## src/htable_pkg.sv

```systemverilog
package htable_pkg;

    // ------------------------------------------------
    // Sizes
    // ------------------------------------------------
    localparam int KEY_WID     = 16;
    localparam int VALUE_WID   = 16;
    localparam int NUM_TABLES  = 3;
    localparam int ADDR_WID    = 4;
    localparam int TABLE_DEPTH = 16;
    localparam int TBL_IDX_WID = 2;
    // Displacements allowed before a returning key counts as a loop
    localparam int OPS_LIMIT   = 8;
    localparam int CNT_WID     = 16;

    typedef logic [KEY_WID-1:0]     key_t;
    typedef logic [VALUE_WID-1:0]   value_t;
    typedef logic [TBL_IDX_WID-1:0] tbl_idx_t;

    typedef struct packed {
        key_t   key;
        value_t value;
    } entry_t;

    // ------------------------------------------------
    // Commands and statuses
    // ------------------------------------------------
    typedef enum logic [2:0] {
        CMD_NOP   = 3'd0,
        CMD_GET   = 3'd1,
        CMD_SET   = 3'd2,
        CMD_UNSET = 3'd3,
        CMD_CLEAR = 3'd4
    } command_e;

    typedef enum logic [2:0] {
        STATUS_OK            = 3'd0,
        STATUS_KEY_EXISTS    = 3'd1,
        STATUS_KEY_NOT_FOUND = 3'd2,
        STATUS_INSERT_LOOP   = 3'd3,
        STATUS_BAD_COMMAND   = 3'd4
    } status_e;

    // ------------------------------------------------
    // Request and response bundles
    // ------------------------------------------------
    typedef struct packed {
        command_e command;
        key_t     key;
        value_t   value;
    } ctrl_req_t;

    typedef struct packed {
        status_e status;
        logic    get_valid;
        value_t  get_value;
    } ctrl_rsp_t;

    typedef struct packed {
        command_e command;
        entry_t   entry;
    } tbl_req_t;

    // Entry is the slot occupant seen before the access
    typedef struct packed {
        logic   get_valid;
        entry_t entry;
    } tbl_rsp_t;

    typedef struct packed {
        logic insert_ok;
        logic insert_fail;
        logic delete_ok;
        logic delete_fail;
        logic clear;
    } stats_evt_t;

    typedef struct packed {
        logic [CNT_WID-1:0] fill;
        logic [CNT_WID-1:0] insert_ok;
        logic [CNT_WID-1:0] insert_fail;
        logic [CNT_WID-1:0] delete_ok;
        logic [CNT_WID-1:0] delete_fail;
    } stats_t;

endpackage : htable_pkg

```

## src/cuckoo_ctrl.sv

```systemverilog
`timescale 1ns/100ps

module cuckoo_ctrl (
    input  logic                   clk,
    input  logic                   __srst,
    input  logic                   req,
    input  htable_pkg::ctrl_req_t  req_data,
    output logic                   rdy,
    output logic                   ack,
    output htable_pkg::ctrl_rsp_t  rsp,
    output logic                   tbl_strobe [htable_pkg::NUM_TABLES],
    output htable_pkg::tbl_req_t   tbl_req,
    input  logic                   tbl_ack [htable_pkg::NUM_TABLES],
    input  htable_pkg::tbl_rsp_t   tbl_rsp [htable_pkg::NUM_TABLES],
    output htable_pkg::stats_evt_t stats_evt
);

    typedef enum logic [3:0] {
        ST_RESET,
        ST_IDLE,
        ST_CLEAR,
        ST_CLEAR_WAIT,
        ST_CHECK,
        ST_CHECK_WAIT,
        ST_DELETE,
        ST_DELETE_WAIT,
        ST_INS_GET,
        ST_INS_GET_WAIT,
        ST_INS_SET,
        ST_INS_SET_WAIT,
        ST_INS_NEXT,
        ST_DONE
    } state_e;

    localparam htable_pkg::tbl_idx_t LAST_IDX = htable_pkg::tbl_idx_t'(htable_pkg::NUM_TABLES - 1);

    state_e state;
    state_e nxt_state;

    // Request context
    htable_pkg::command_e cmd_q;
    htable_pkg::key_t     key_q;
    htable_pkg::entry_t   entry_q;
    htable_pkg::status_e  status_q;
    logic                 found_q;
    logic                 loop_q;

    // Displacement hold register
    logic               hold_valid;
    htable_pkg::entry_t hold_entry;

    htable_pkg::tbl_idx_t tbl_idx;
    logic [7:0]           ops;

    logic                 tbl_go;
    htable_pkg::command_e tbl_cmd;
    logic                 idx_reset;
    logic                 idx_inc;
    logic                 ops_inc;
    logic                 status_ld;
    htable_pkg::status_e  status_nxt;
    logic                 found_set;
    logic                 loop_set;
    logic                 done;
    logic                 accept;
    logic                 get_hit;

    logic                 ack_sel;
    htable_pkg::tbl_rsp_t rsp_sel;

    assign ack_sel = tbl_ack[tbl_idx];
    assign rsp_sel = tbl_rsp[tbl_idx];
    assign rdy     = (state == ST_IDLE);
    assign accept  = req && rdy;

    // ------------------------------------------------
    // Command FSM
    // ------------------------------------------------
    always_ff @(posedge clk) begin
        if (__srst) begin
            state <= ST_RESET;
        end else begin
            state <= nxt_state;
        end
    end

    always_comb begin
        nxt_state  = state;
        tbl_go     = 1'b0;
        tbl_cmd    = htable_pkg::CMD_NOP;
        idx_reset  = 1'b0;
        idx_inc    = 1'b0;
        ops_inc    = 1'b0;
        status_ld  = 1'b0;
        status_nxt = htable_pkg::STATUS_OK;
        found_set  = 1'b0;
        loop_set   = 1'b0;
        done       = 1'b0;
        case (state)
            ST_RESET: begin
                nxt_state = ST_IDLE;
            end
            ST_IDLE: begin
                idx_reset = 1'b1;
                if (req) begin
                    status_ld = 1'b1;
                    case (req_data.command)
                        htable_pkg::CMD_NOP: nxt_state = ST_DONE;
                        htable_pkg::CMD_CLEAR: nxt_state = ST_CLEAR;
                        htable_pkg::CMD_GET,
                        htable_pkg::CMD_SET,
                        htable_pkg::CMD_UNSET: nxt_state = ST_CHECK;
                        default: begin
                            status_nxt = htable_pkg::STATUS_BAD_COMMAND;
                            nxt_state  = ST_DONE;
                        end
                    endcase
                end
            end
            ST_CLEAR: begin
                tbl_go    = 1'b1;
                tbl_cmd   = htable_pkg::CMD_CLEAR;
                nxt_state = ST_CLEAR_WAIT;
            end
            ST_CLEAR_WAIT: begin
                if (ack_sel) begin
                    idx_inc   = 1'b1;
                    nxt_state = (tbl_idx == LAST_IDX) ? ST_DONE : ST_CLEAR;
                end
            end
            // Search every table before acting
            ST_CHECK: begin
                tbl_go    = 1'b1;
                tbl_cmd   = htable_pkg::CMD_GET;
                nxt_state = ST_CHECK_WAIT;
            end
            ST_CHECK_WAIT: begin
                if (ack_sel) begin
                    if (rsp_sel.get_valid && (rsp_sel.entry.key == key_q)) begin
                        found_set = 1'b1;
                        if (cmd_q == htable_pkg::CMD_UNSET) begin
                            nxt_state = ST_DELETE;
                        end else begin
                            status_ld  = (cmd_q == htable_pkg::CMD_SET);
                            status_nxt = htable_pkg::STATUS_KEY_EXISTS;
                            nxt_state  = ST_DONE;
                        end
                    end else if (tbl_idx != LAST_IDX) begin
                        idx_inc   = 1'b1;
                        nxt_state = ST_CHECK;
                    end else if (cmd_q == htable_pkg::CMD_SET) begin
                        idx_reset = 1'b1;
                        nxt_state = ST_INS_GET;
                    end else begin
                        status_ld  = (cmd_q == htable_pkg::CMD_UNSET);
                        status_nxt = htable_pkg::STATUS_KEY_NOT_FOUND;
                        nxt_state  = ST_DONE;
                    end
                end
            end
            // Table index still points at the hit
            ST_DELETE: begin
                tbl_go    = 1'b1;
                tbl_cmd   = htable_pkg::CMD_UNSET;
                nxt_state = ST_DELETE_WAIT;
            end
            ST_DELETE_WAIT: begin
                if (ack_sel) nxt_state = ST_DONE;
            end
            ST_INS_GET: begin
                tbl_go    = 1'b1;
                tbl_cmd   = htable_pkg::CMD_GET;
                nxt_state = ST_INS_GET_WAIT;
            end
            ST_INS_GET_WAIT: begin
                if (ack_sel) begin
                    // Original key back in the way after too many moves
                    if (rsp_sel.get_valid && (rsp_sel.entry.key == key_q) &&
                        (ops > htable_pkg::OPS_LIMIT)) begin
                        loop_set   = 1'b1;
                        status_ld  = 1'b1;
                        status_nxt = htable_pkg::STATUS_INSERT_LOOP;
                    end
                    nxt_state = ST_INS_SET;
                end
            end
            ST_INS_SET: begin
                tbl_go    = 1'b1;
                tbl_cmd   = htable_pkg::CMD_SET;
                nxt_state = ST_INS_SET_WAIT;
            end
            ST_INS_SET_WAIT: begin
                if (ack_sel) begin
                    nxt_state = (hold_valid && !loop_q) ? ST_INS_NEXT : ST_DONE;
                end
            end
            // Evicted occupant becomes the entry in hand
            ST_INS_NEXT: begin
                idx_inc   = 1'b1;
                ops_inc   = 1'b1;
                nxt_state = ST_INS_GET;
            end
            ST_DONE: begin
                done      = 1'b1;
                nxt_state = ST_IDLE;
            end
            default: begin
                nxt_state = ST_RESET;
            end
        endcase
    end

    // ------------------------------------------------
    // Request context and hold register
    // ------------------------------------------------
    always_ff @(posedge clk) begin
        if (accept) begin
            cmd_q         <= req_data.command;
            key_q         <= req_data.key;
            entry_q.key   <= req_data.key;
            entry_q.value <= req_data.value;
        end else if (state == ST_INS_NEXT) begin
            entry_q <= hold_entry;
        end
        if (status_ld) status_q <= status_nxt;
    end

    always_ff @(posedge clk) begin
        if (__srst || accept) begin
            found_q <= 1'b0;
            loop_q  <= 1'b0;
        end else begin
            found_q <= found_q | found_set;
            loop_q  <= loop_q | loop_set;
        end
    end

    always_ff @(posedge clk) begin
        if (__srst || (state == ST_CLEAR)) begin
            hold_valid <= 1'b0;
        end else if (ack_sel && (cmd_q != htable_pkg::CMD_CLEAR)) begin
            hold_valid <= rsp_sel.get_valid;
        end
    end

    always_ff @(posedge clk) begin
        if (ack_sel && (cmd_q != htable_pkg::CMD_CLEAR)) hold_entry <= rsp_sel.entry;
    end

    // ------------------------------------------------
    // Table index and displacement count
    // ------------------------------------------------
    always_ff @(posedge clk) begin
        if (__srst || idx_reset) begin
            tbl_idx <= '0;
        end else if (idx_inc) begin
            tbl_idx <= (tbl_idx == LAST_IDX) ? '0 : tbl_idx + 1'b1;
        end
    end

    always_ff @(posedge clk) begin
        if (__srst || (state == ST_IDLE)) begin
            ops <= '0;
        end else if (ops_inc) begin
            ops <= ops + 1'b1;
        end
    end

    always_comb begin
        for (int t = 0; t < htable_pkg::NUM_TABLES; t++) begin
            tbl_strobe[t] = tbl_go && (tbl_idx == htable_pkg::tbl_idx_t'(t));
        end
    end

    assign tbl_req.command = tbl_cmd;
    assign tbl_req.entry   = entry_q;

    // ------------------------------------------------
    // Response and event pulses
    // ------------------------------------------------
    assign get_hit = found_q && (cmd_q == htable_pkg::CMD_GET);

    always_ff @(posedge clk) begin
        if (__srst) begin
            ack       <= 1'b0;
            stats_evt <= '0;
        end else begin
            ack                   <= done;
            stats_evt.insert_ok   <= done && (cmd_q == htable_pkg::CMD_SET) &&
                                     (status_q == htable_pkg::STATUS_OK);
            stats_evt.insert_fail <= done && (cmd_q == htable_pkg::CMD_SET) &&
                                     (status_q != htable_pkg::STATUS_OK);
            stats_evt.delete_ok   <= done && (cmd_q == htable_pkg::CMD_UNSET) &&
                                     (status_q == htable_pkg::STATUS_OK);
            stats_evt.delete_fail <= done && (cmd_q == htable_pkg::CMD_UNSET) &&
                                     (status_q != htable_pkg::STATUS_OK);
            stats_evt.clear       <= done && (cmd_q == htable_pkg::CMD_CLEAR);
        end
    end

    always_ff @(posedge clk) begin
        if (done) begin
            rsp.status    <= status_q;
            rsp.get_valid <= get_hit;
            rsp.get_value <= get_hit ? hold_entry.value : '0;
        end
    end

endmodule : cuckoo_ctrl

```

## src/cuckoo_subtable.sv

```systemverilog
`timescale 1ns/100ps

module cuckoo_subtable #(
    parameter int TABLE_ID = 0
) (
    input  logic                clk,
    input  logic                __srst,
    input  logic                req,
    input  htable_pkg::tbl_req_t tbl_req,
    output logic                ack,
    output htable_pkg::tbl_rsp_t tbl_rsp
);

    // Each table indexes by its own key nibble
    localparam int SLOT_LSB = TABLE_ID * htable_pkg::ADDR_WID;

    htable_pkg::entry_t              mem [htable_pkg::TABLE_DEPTH];
    logic [htable_pkg::TABLE_DEPTH-1:0] valid;
    logic [htable_pkg::ADDR_WID-1:0]    slot;

    assign slot = tbl_req.entry.key[SLOT_LSB +: htable_pkg::ADDR_WID];

    // ------------------------------------------------
    // Valid bits
    // ------------------------------------------------
    always_ff @(posedge clk) begin
        if (__srst) begin
            valid <= '0;
        end else if (req) begin
            case (tbl_req.command)
                htable_pkg::CMD_SET: begin
                    valid[slot] <= 1'b1;
                end
                htable_pkg::CMD_UNSET: begin
                    valid[slot] <= 1'b0;
                end
                htable_pkg::CMD_CLEAR: begin
                    valid <= '0;
                end
                default: begin
                    valid <= valid;
                end
            endcase
        end
    end

    // ------------------------------------------------
    // Entry storage
    // ------------------------------------------------
    always_ff @(posedge clk) begin
        if (req && (tbl_req.command == htable_pkg::CMD_SET)) begin
            mem[slot] <= tbl_req.entry;
        end
    end

    // Previous occupant comes back on every access
    always_ff @(posedge clk) begin
        if (req) begin
            tbl_rsp.get_valid <= valid[slot];
            tbl_rsp.entry     <= mem[slot];
        end
    end

    always_ff @(posedge clk) begin
        if (__srst) begin
            ack <= 1'b0;
        end else begin
            ack <= req;
        end
    end

endmodule : cuckoo_subtable

```

## src/htable_cuckoo.sv

```systemverilog
`timescale 1ns/100ps

module htable_cuckoo (
    input  logic                  clk,
    input  logic                  __srst,
    input  logic                  req,
    input  htable_pkg::ctrl_req_t req_data,
    output logic                  rdy,
    output logic                  ack,
    output htable_pkg::ctrl_rsp_t rsp,
    output htable_pkg::stats_t    stats,
    output logic                  empty
);

    logic                   tbl_strobe [htable_pkg::NUM_TABLES];
    logic                   tbl_ack    [htable_pkg::NUM_TABLES];
    htable_pkg::tbl_rsp_t   tbl_rsp    [htable_pkg::NUM_TABLES];
    htable_pkg::tbl_req_t   tbl_req;
    htable_pkg::stats_evt_t stats_evt;

    // ------------------------------------------------
    // Controller
    // ------------------------------------------------
    cuckoo_ctrl u_cuckoo_ctrl (
        .clk        (clk),
        .__srst     (__srst),
        .req        (req),
        .req_data   (req_data),
        .rdy        (rdy),
        .ack        (ack),
        .rsp        (rsp),
        .tbl_strobe (tbl_strobe),
        .tbl_req    (tbl_req),
        .tbl_ack    (tbl_ack),
        .tbl_rsp    (tbl_rsp),
        .stats_evt  (stats_evt)
    );

    // ------------------------------------------------
    // Subtables, one per key nibble
    // ------------------------------------------------
    for (genvar g = 0; g < htable_pkg::NUM_TABLES; g++) begin : g_tbl
        cuckoo_subtable #(
            .TABLE_ID (g)
        ) u_cuckoo_subtable (
            .clk     (clk),
            .__srst  (__srst),
            .req     (tbl_strobe[g]),
            .tbl_req (tbl_req),
            .ack     (tbl_ack[g]),
            .tbl_rsp (tbl_rsp[g])
        );
    end

    htable_stats u_htable_stats (
        .clk       (clk),
        .__srst    (__srst),
        .stats_evt (stats_evt),
        .stats     (stats),
        .empty     (empty)
    );

endmodule : htable_cuckoo

```

## src/htable_stats.sv

```systemverilog
`timescale 1ns/100ps

module htable_stats (
    input  logic                   clk,
    input  logic                   __srst,
    input  htable_pkg::stats_evt_t stats_evt,
    output htable_pkg::stats_t     stats,
    output logic                   empty
);

    // ------------------------------------------------
    // Fill level
    // ------------------------------------------------
    always_ff @(posedge clk) begin
        if (__srst || stats_evt.clear) begin
            stats.fill <= '0;
        end else if (stats_evt.insert_ok) begin
            stats.fill <= stats.fill + 1'b1;
        end else if (stats_evt.delete_ok) begin
            stats.fill <= stats.fill - 1'b1;
        end
    end

    assign empty = (stats.fill == '0);

    // ------------------------------------------------
    // Operation counters
    // ------------------------------------------------
    // Only reset zeroes these, CLEAR leaves them
    always_ff @(posedge clk) begin
        if (__srst) begin
            stats.insert_ok   <= '0;
            stats.insert_fail <= '0;
            stats.delete_ok   <= '0;
            stats.delete_fail <= '0;
        end else begin
            if (stats_evt.insert_ok) stats.insert_ok <= stats.insert_ok + 1'b1;
            if (stats_evt.insert_fail) stats.insert_fail <= stats.insert_fail + 1'b1;
            if (stats_evt.delete_ok) stats.delete_ok <= stats.delete_ok + 1'b1;
            if (stats_evt.delete_fail) stats.delete_fail <= stats.delete_fail + 1'b1;
        end
    end

endmodule : htable_stats
```

## config.mk

```make
export PLATFORM = sky130hd
export DESIGN_NAME = htable_cuckoo
export DESIGN_NICKNAME = d
export VERILOG_FILES = /design/src/htable_pkg.sv /design/src/cuckoo_ctrl.sv /design/src/cuckoo_subtable.sv /design/src/htable_cuckoo.sv /design/src/htable_stats.sv
export SDC_FILE = /design/constraint.sdc
export NUM_CORES = 2
export LEC_CHECK = 0
export BUFFER_PORTS_ARGS = -buffer_cell sky130_fd_sc_hd__clkbuf_2
export CORE_MARGIN = 2
export CORE_UTILIZATION = 50
export CTS_BUF_LIST = sky130_fd_sc_hd__clkbuf_2 sky130_fd_sc_hd__clkbuf_4 sky130_fd_sc_hd__clkbuf_8
export CTS_CLUSTER_DIAMETER = 60
export DETAILED_ROUTE_END_ITERATION = 10
export GPL_ROUTABILITY_DRIVEN = 0
export PLACE_DENSITY = 0.66
export SLEW_MARGIN = 20
export SYNTH_ARGS = -nofsm -noshare
export SYNTH_HDL_FRONTEND = slang
export SYNTH_SLANG_ARGS = --single-unit
```

## constraint.sdc

```tcl
create_clock -name clk -period 4.7 [get_ports clk]
set_clock_uncertainty 0.2 [all_clocks]
set_input_delay 0.47 -clock clk [delete_from_list [all_inputs] [get_ports clk]]
set_output_delay 0.47 -clock clk [all_outputs]
set_load 0.02 [all_outputs]
```

### Word-level counts from Yosys, hierarchy flattened

Memories as Yosys holds them, arrays and structs flattened. A register that Yosys moved wholly into a read port is not among the register bits.
Cells that the tools add are included.

* add/subtract/negate cells: 8
* magnitude comparators: 8
* equality and inequality tests: 35
* multiplexer cells: 83
* bitwise operators: 12
* reduce and logical (&&, ||, !) cells: 46

Operators with widths (number)
* 16-bit case mux with 3 select lines: 3
* 16-bit by 1-bit adder with 16-bit output (second input constant): 5
* 33-bit binary-select mux with 2-bit select: 1
* 33-bit 2-to-1 mux: 2
* 32-bit 2-to-1 mux: 2
* 4-bit case mux with 13 select lines: 1
* 16-bit bitwise AND: 3
* 16-bit inverter: 3
* 16-bit OR: 3
* 4-bit 2-to-1 mux: 10
* 1-bit 2-to-1 mux: 39
* 16-bit 2-to-1 mux: 2
* 4-bit == test (second input constant): 6
* 1-bit logical AND: 22
* 3-bit 2-to-1 mux: 7
* 3-bit by 2-bit == test with 1-bit output (second input constant): 6
* 16-bit == test: 1
* 4-bit by 3-bit == test with 1-bit output (second input constant): 4
* 16-bit logical NOT: 1
* 16-bit by 1-bit subtractor with 16-bit output (second input constant): 1
* 4-bit by 5-bit less-than comparator with 1-bit output (second input constant): 3
* 1-bit binary-select mux with 4-bit select: 3
* 1-bit demux with 4-bit select: 3
* 4-bit by 1-bit >= comparator with 1-bit output (second input constant): 3
* other kinds (34): 58

* flip-flop bits (word level): 263
* memory bits (writable): 1536
* output and inout bits: 103
* memories: 3

Memory list
* g_tbl[0].u_cuckoo_subtable.mem: words 16, width 32, rd ports 1, clocked after Yosys merged registers in 1, wr ports 1, RTL line cuckoo_subtable.sv:17 `htable_pkg::entry_t mem [htable_pkg::TABLE_DEPTH];`
* g_tbl[1].u_cuckoo_subtable.mem: words 16, width 32, rd ports 1, clocked after Yosys merged registers in 1, wr ports 1, RTL line cuckoo_subtable.sv:17
* g_tbl[2].u_cuckoo_subtable.mem: words 16, width 32, rd ports 1, clocked after Yosys merged registers in 1, wr ports 1, RTL line cuckoo_subtable.sv:17

### Longest topological paths before layout

* depth after elaboration: 11
* gate-level depth with buffers: 10
* gate-level depth less buffers: 9

### Modules after synthesis

From an unflattened synthesis, not the netlist that was laid out.

* cells, all modules: 3858
* area total of the unflattened synthesis: 73170.2 um^2

By module, submodules not included
* cuckoo_subtable at g_tbl[0].u_cuckoo_subtable ...: times used 2, cells each 943, area an instance 21036.4 um^2
* cuckoo_subtable at g_tbl[1].u_cuckoo_subtable: times used 1, cells each 943, area an instance 21040.2 um^2
* cuckoo_ctrl: times used 1, cells each 568, area an instance 6147.1 um^2
* htable_stats: times used 1, cells each 461, area an instance 3910.0 um^2

### Worst setup path before layout

OpenSTA, ideal clock, no wires.

* path type: reg2reg
* start point: register u_cuckoo_ctrl.entry_q, in the netlist u_cuckoo_ctrl.tbl_req[24]
* end point: memory g_tbl[2].u_cuckoo_subtable.mem[13][0] (netlist name), enable pin
* library setup time: 0.423 ns
* data arrival time: 3.469 ns
* data required time: 4.077 ns
* setup slack: 0.608 ns
* stages on the path, launching flop included: 7
* buffers on the path: 3
* period minus slack after synthesis: 4.092 ns
* cell sequence: edfxtp_1 -> clkbuf_1 -> clkbuf_1 -> buf_1 -> nor2b_1 -> nand2_1 -> nor2_1

RTL lines
* from (decl): RTL line cuckoo_ctrl.sv:43 `htable_pkg::entry_t entry_q;`
* from (signal assigned): RTL line cuckoo_ctrl.sv:223 `entry_q <= hold_entry;`
* to (decl): RTL line cuckoo_subtable.sv:17

No word-level cell before the write port.

### Worst setup path in the final report

* start point: register u_cuckoo_ctrl.state[1]
* end point: memory g_tbl[2].u_cuckoo_subtable.mem[5][14] (netlist name), enable pin

* longest elaborated chain between the ends: 7
* elaborated cells on any way between the ends: 14

Ends and longest elaborated chain
* from (decl): RTL line cuckoo_ctrl.sv:37 `state_e state;`
* from (signal assigned): RTL line cuckoo_ctrl.sv:83 `state <= nxt_state;`
* 4-bit by 3-bit == test with 1-bit output, or another cell as far along: RTL line cuckoo_ctrl.sv:99 `case (state)`
* 2-bit OR reduction (no source line) or 5-bit OR reduction (tied branches)
* 3-bit case mux with 4 select lines or 1-bit 2-to-1 mux (tied branches): RTL line cuckoo_ctrl.sv:99
* 3-bit by 2-bit == test with 1-bit output or 1-bit logical AND (tied branches): RTL line cuckoo_subtable.sv:51, cuckoo_ctrl.sv:271
* 1-bit logical AND (*): RTL line cuckoo_subtable.sv:51 `if (req && (tbl_req.command == htable_pkg::CMD_SET)) begin`
* 1-bit 2-to-1 mux (*): RTL line cuckoo_subtable.sv:51
* 1-bit 2-to-1 mux (implied by the code) (*): RTL line cuckoo_subtable.sv:52 `mem[slot] <= tbl_req.entry;`

Mark *: on every way between the ends. The rest lies on a longest branch, timed or not.

==> results.md <==
* Mean Syn Cell Area at 20.3 sq um
* Clock buffer count from CTS at 320
* Worst skew pair latency at approximately 1.0 ns
* # fillers at 10786
* Slew margin rel. at about a quarter
* Clk sinks at 1895
* DRT iter0 DRCs at 4040
* Worst reg2reg endpoint: g_tbl[2].u_cuckoo_subtable.mem[5][14]
* H-Tree Depth at 5
* Final period util at about four fifths
* Clock power share at 34.3%
* Tot GR Track Use at 22.9%
* Crit path DAT at 4.07 ns
* Vert. Die Dim at 388 microns
* Initial antenna violation count at 7
* Vias/cell at 5.95
* Min-delay src: req_data[7]
* Pwr dens at between 400 and 500 nW/um^2
* Post-route DRC at 0
* Post-CTS resize count at 0
* Port bufs at between 100 and 150
* Layout Nets at 4117
* Setup-failing EPs final at 0
* Main synth FF type: edfxtp_1
* Final std cells w/o fill at around 6200
* FF+latch area at 55400 sq um
* DP Area at 77100 sq um
* Worst Hold Depth at 3
* Tmin final at between 3 and 4 ns
* Top-Level Pins at roughly 140
* Post-DP HPWL at 99000 microns
* Cell internal pwr at 30.2 mW
* Number of global-route vias before repair at 37258
* Comb pwr share at 16.0%
* CP max FO at 32
* FP Rows at 140
* Sequential Power Share at 49.8%
* Post-synthesis sequential area ratio at about three quarters
* Max VDD drop at a little over 0.0003 V
* CTS tree: built
* First-pass GRT wire length at 251000 microns
* P&R area growth vs syn at 13.5%
* Largest area contributor in the netlist: edfxtp_1
* GRT met2 Usage at 35.4%
* CP required at 5.06 ns
* Clock tree buffer depth at 4
* Final WL at 171000 microns
* Routed WL per cell at 27.6 microns
* Tot Pwr at 40.8 mW
* Top cells by area, synth: edfxtp_1, mux4_2, dfxtp_1, nand2_1, a21oi_1
* R2R Setup Slk at between 0.9 and 1 ns
* Share of the synthesized area in the top cell type at slightly above 70%
* WS Path Type: flip-flop to flip-flop
* Switch Pwr at 10.6 mW
* Count of cell types in the netlist at 71
* Status: finished clean
* Final cell utilization of the core at 57.3%
* Multi-input logic area at 17500 sq um
* Reg2reg start: u_cuckoo_ctrl.state[1]
* Leak at approximately 27 nW
* Largest net degree at the start of global routing at 158
* Clock slew at reported path FFs at approximately 0.060 ns
* Synth Instances at 3625
* M3 GR Usage at 5.16%
* Met1 Use GR at 32.9%
* Pre-Repair DR Iteration Count at 6
* Worst reg-to-reg path cell count at 6
* CP Capture Type: flip-flop
* Yosys Warn Count at 0
* Via count at approximately 37000
* Final Hold Fails at 0
* Post-synth top cells: edfxtp_1, mux4_2, dfxtp_1, nand2_1, clkbuf_1
* Asr flop ratio synth at 0%
* Setup TNS at 0 ns
* Fin. max-slew vios at 0
* Die width at 388 microns
* Number of synthesized flops with an enable pin at 1741
* Core ar. at roughly 150000 sq um
* Initial Util at 50.5%
* Fmax at 270 MHz
* Yosys reg bits at 1895
* Worst Tran Pin Value at 1.10 ns
* Syn nets at 3684
* Unrepaired setup endpoints after global routing: false
* Hold path endpoint: u_cuckoo_ctrl.tbl_req[7]
* Placed insts at about 5600
* CP Launch Type: flip-flop
* Net Sw Frac at 26.1%
* Min-delay worst type: input pin to flip-flop
* Final antenna-violating net count at 0
* Post-Syn Area at 73700 sq um
* CTS Root Cell: clkbuf_8
* Congestion Overflow GR at 0
* Fraction of layout instances using a drive strength above 1 at between 30% and 40%
* Setup Fix Bufs, Post-CTS at 0
* Most used routing layer: met2
* Finished Cell Area at approximately 84000 sq um
* Most common cell in the netlist: edfxtp_1
* Total of max-cap violations at 0
* Total die area at 151000 sq um
## placed cells by master (no fill, tap or decap), types with 10 or more instances in the layout
| master | count |
|---|---|
| clkbuf_2 | 139 |
| ha_1 | 20 |
| mux4_2 | 495 |
| nand3_1 | 33 |
| xnor2_1 | 30 |
| nand2_1 | 136 |
| nor3_1 | 21 |
| clkinv_1 | 80 |
| clkinv_2 | 28 |
| o21ai_0 | 89 |
| nand2b_1 | 21 |
| dfxtp_1 | 151 |
| and3_1 | 16 |
| clkinvlp_4 | 10 |
| nor2b_1 | 34 |
| buf_12 | 13 |
| nor2_1 | 116 |
| mux2_2 | 36 |
| a21oi_1 | 98 |
| a21boi_0 | 36 |
| inv_2 | 46 |
| or3_1 | 22 |
| clkbuf_4 | 94 |
| mux2i_1 | 37 |
| inv_1 | 16 |
| o21a_1 | 17 |
| and2_1 | 26 |
| nor4_1 | 10 |
| clkbuf_8 | 329 |
| xor2_1 | 47 |
| buf_4 | 92 |
| nand4_1 | 18 |
| edfxtp_1 | 1741 |
| dlygate4sd3_1 | 51 |
## sequential cells by signal, summed over array words and instances (netlist names), 3 cells and up
signal	flops
g_tbl.u_cuckoo_subtable.ack	3
g_tbl.u_cuckoo_subtable.mem	1536
g_tbl.u_cuckoo_subtable.tbl_rsp	99
g_tbl.u_cuckoo_subtable.valid	48
u_cuckoo_ctrl.cmd_q	3
u_cuckoo_ctrl.hold_entry	32
u_cuckoo_ctrl.key_q	16
u_cuckoo_ctrl.ops	8
u_cuckoo_ctrl.rsp	20
u_cuckoo_ctrl.state	4
u_cuckoo_ctrl.stats_evt	5
u_cuckoo_ctrl.status_q	3
u_cuckoo_ctrl.tbl_req	32
u_htable_stats.stats	80
## per-stage QoR
stage	hold WS [ns]	setup slack, ns
floorplan	0.227	0.608
global placement	0.251	1.19
detailed placement	0.254	1.15
CTS	0.00224	1.01
global route	0.0594	0.716
finish	0.104	0.991
## cells by family (layout without fill, tap and decap cells)
kind of cell	Yosys count	after routing	synth area share (%)
buf+inv	248	909	1.35
simple gates	506	506	3.47
flops	1895	1895	75.1
compound gates	307	307	2.58
xor+xnor	77	77	0.915
other cells	0	3	0
fa+ha+maj	21	21	0.367
mux	571	571	16.2
## worst max path at each step
stage,depth (start not counted),slack (ns),startpoint,endpoint
after floorplan,6,0.61,u_cuckoo_ctrl.tbl_req[24],g_tbl[2].u_cuckoo_subtable.mem[13][0]
after global placement,6,1.19,u_cuckoo_ctrl.state[1],g_tbl[2].u_cuckoo_subtable.mem[8][1]
after detailed placement,6,1.15,u_cuckoo_ctrl.state[1],g_tbl[2].u_cuckoo_subtable.mem[8][19]
after CTS,6,1.01,u_cuckoo_ctrl.state[1],g_tbl[2].u_cuckoo_subtable.mem[5][14]
after global routing,6,0.72,u_cuckoo_ctrl.state[1],g_tbl[2].u_cuckoo_subtable.mem[8][10]
final,6,0.99,u_cuckoo_ctrl.state[1],g_tbl[2].u_cuckoo_subtable.mem[5][14]
## layer usage
layer / vias to the layer above / part of all wire [%]
met5: - / 0
li1: 15731 / -
met2: 1631 / 47
met3: 277 / 8.4
met4: 0 / 2.5
met1: 19306 / 42
## repair_timing
item | 4_1_cts | 5_1_grt
hold buffers | 51 | 0
hold endpoints to repair | 126 | 0
setup endpoints to repair | 0 | 0
## area by class of cell
class	count	area share, %
well taps	1917	2.87
multi-input cells	1482	20.9
diodes	3	0.00897
inverters	62	0.278
clock buffers	423	6.26
repair buffers	297	2.62
clock inverters	127	0.914
flip-flops and latches	1895	66.2
## power by group through the flow
stage          registers [mW]  logic (mW)  clock network, mW
3_5_place_dp             20.6        6.53                  0
5_1_grt                  20.3        6.98               15.0
2_1_floorplan            20.7        4.06                  0
6_report                 20.3        6.52               14.0
3_3_place_gp             20.6        6.39                  0
4_1_cts                  20.3        6.58               14.3
## worst max-delay path, stage by stage, from the launching register on
cell	delay [ns]
dfxtp_1	0.66
nor2b_1	0.29
nand2_1	0.26
nor4_1	0.79
and2_1	0.29
nand2_1	0.10
inv_2	0.63
Note: power is estimated with default switching activity, not from simulation.
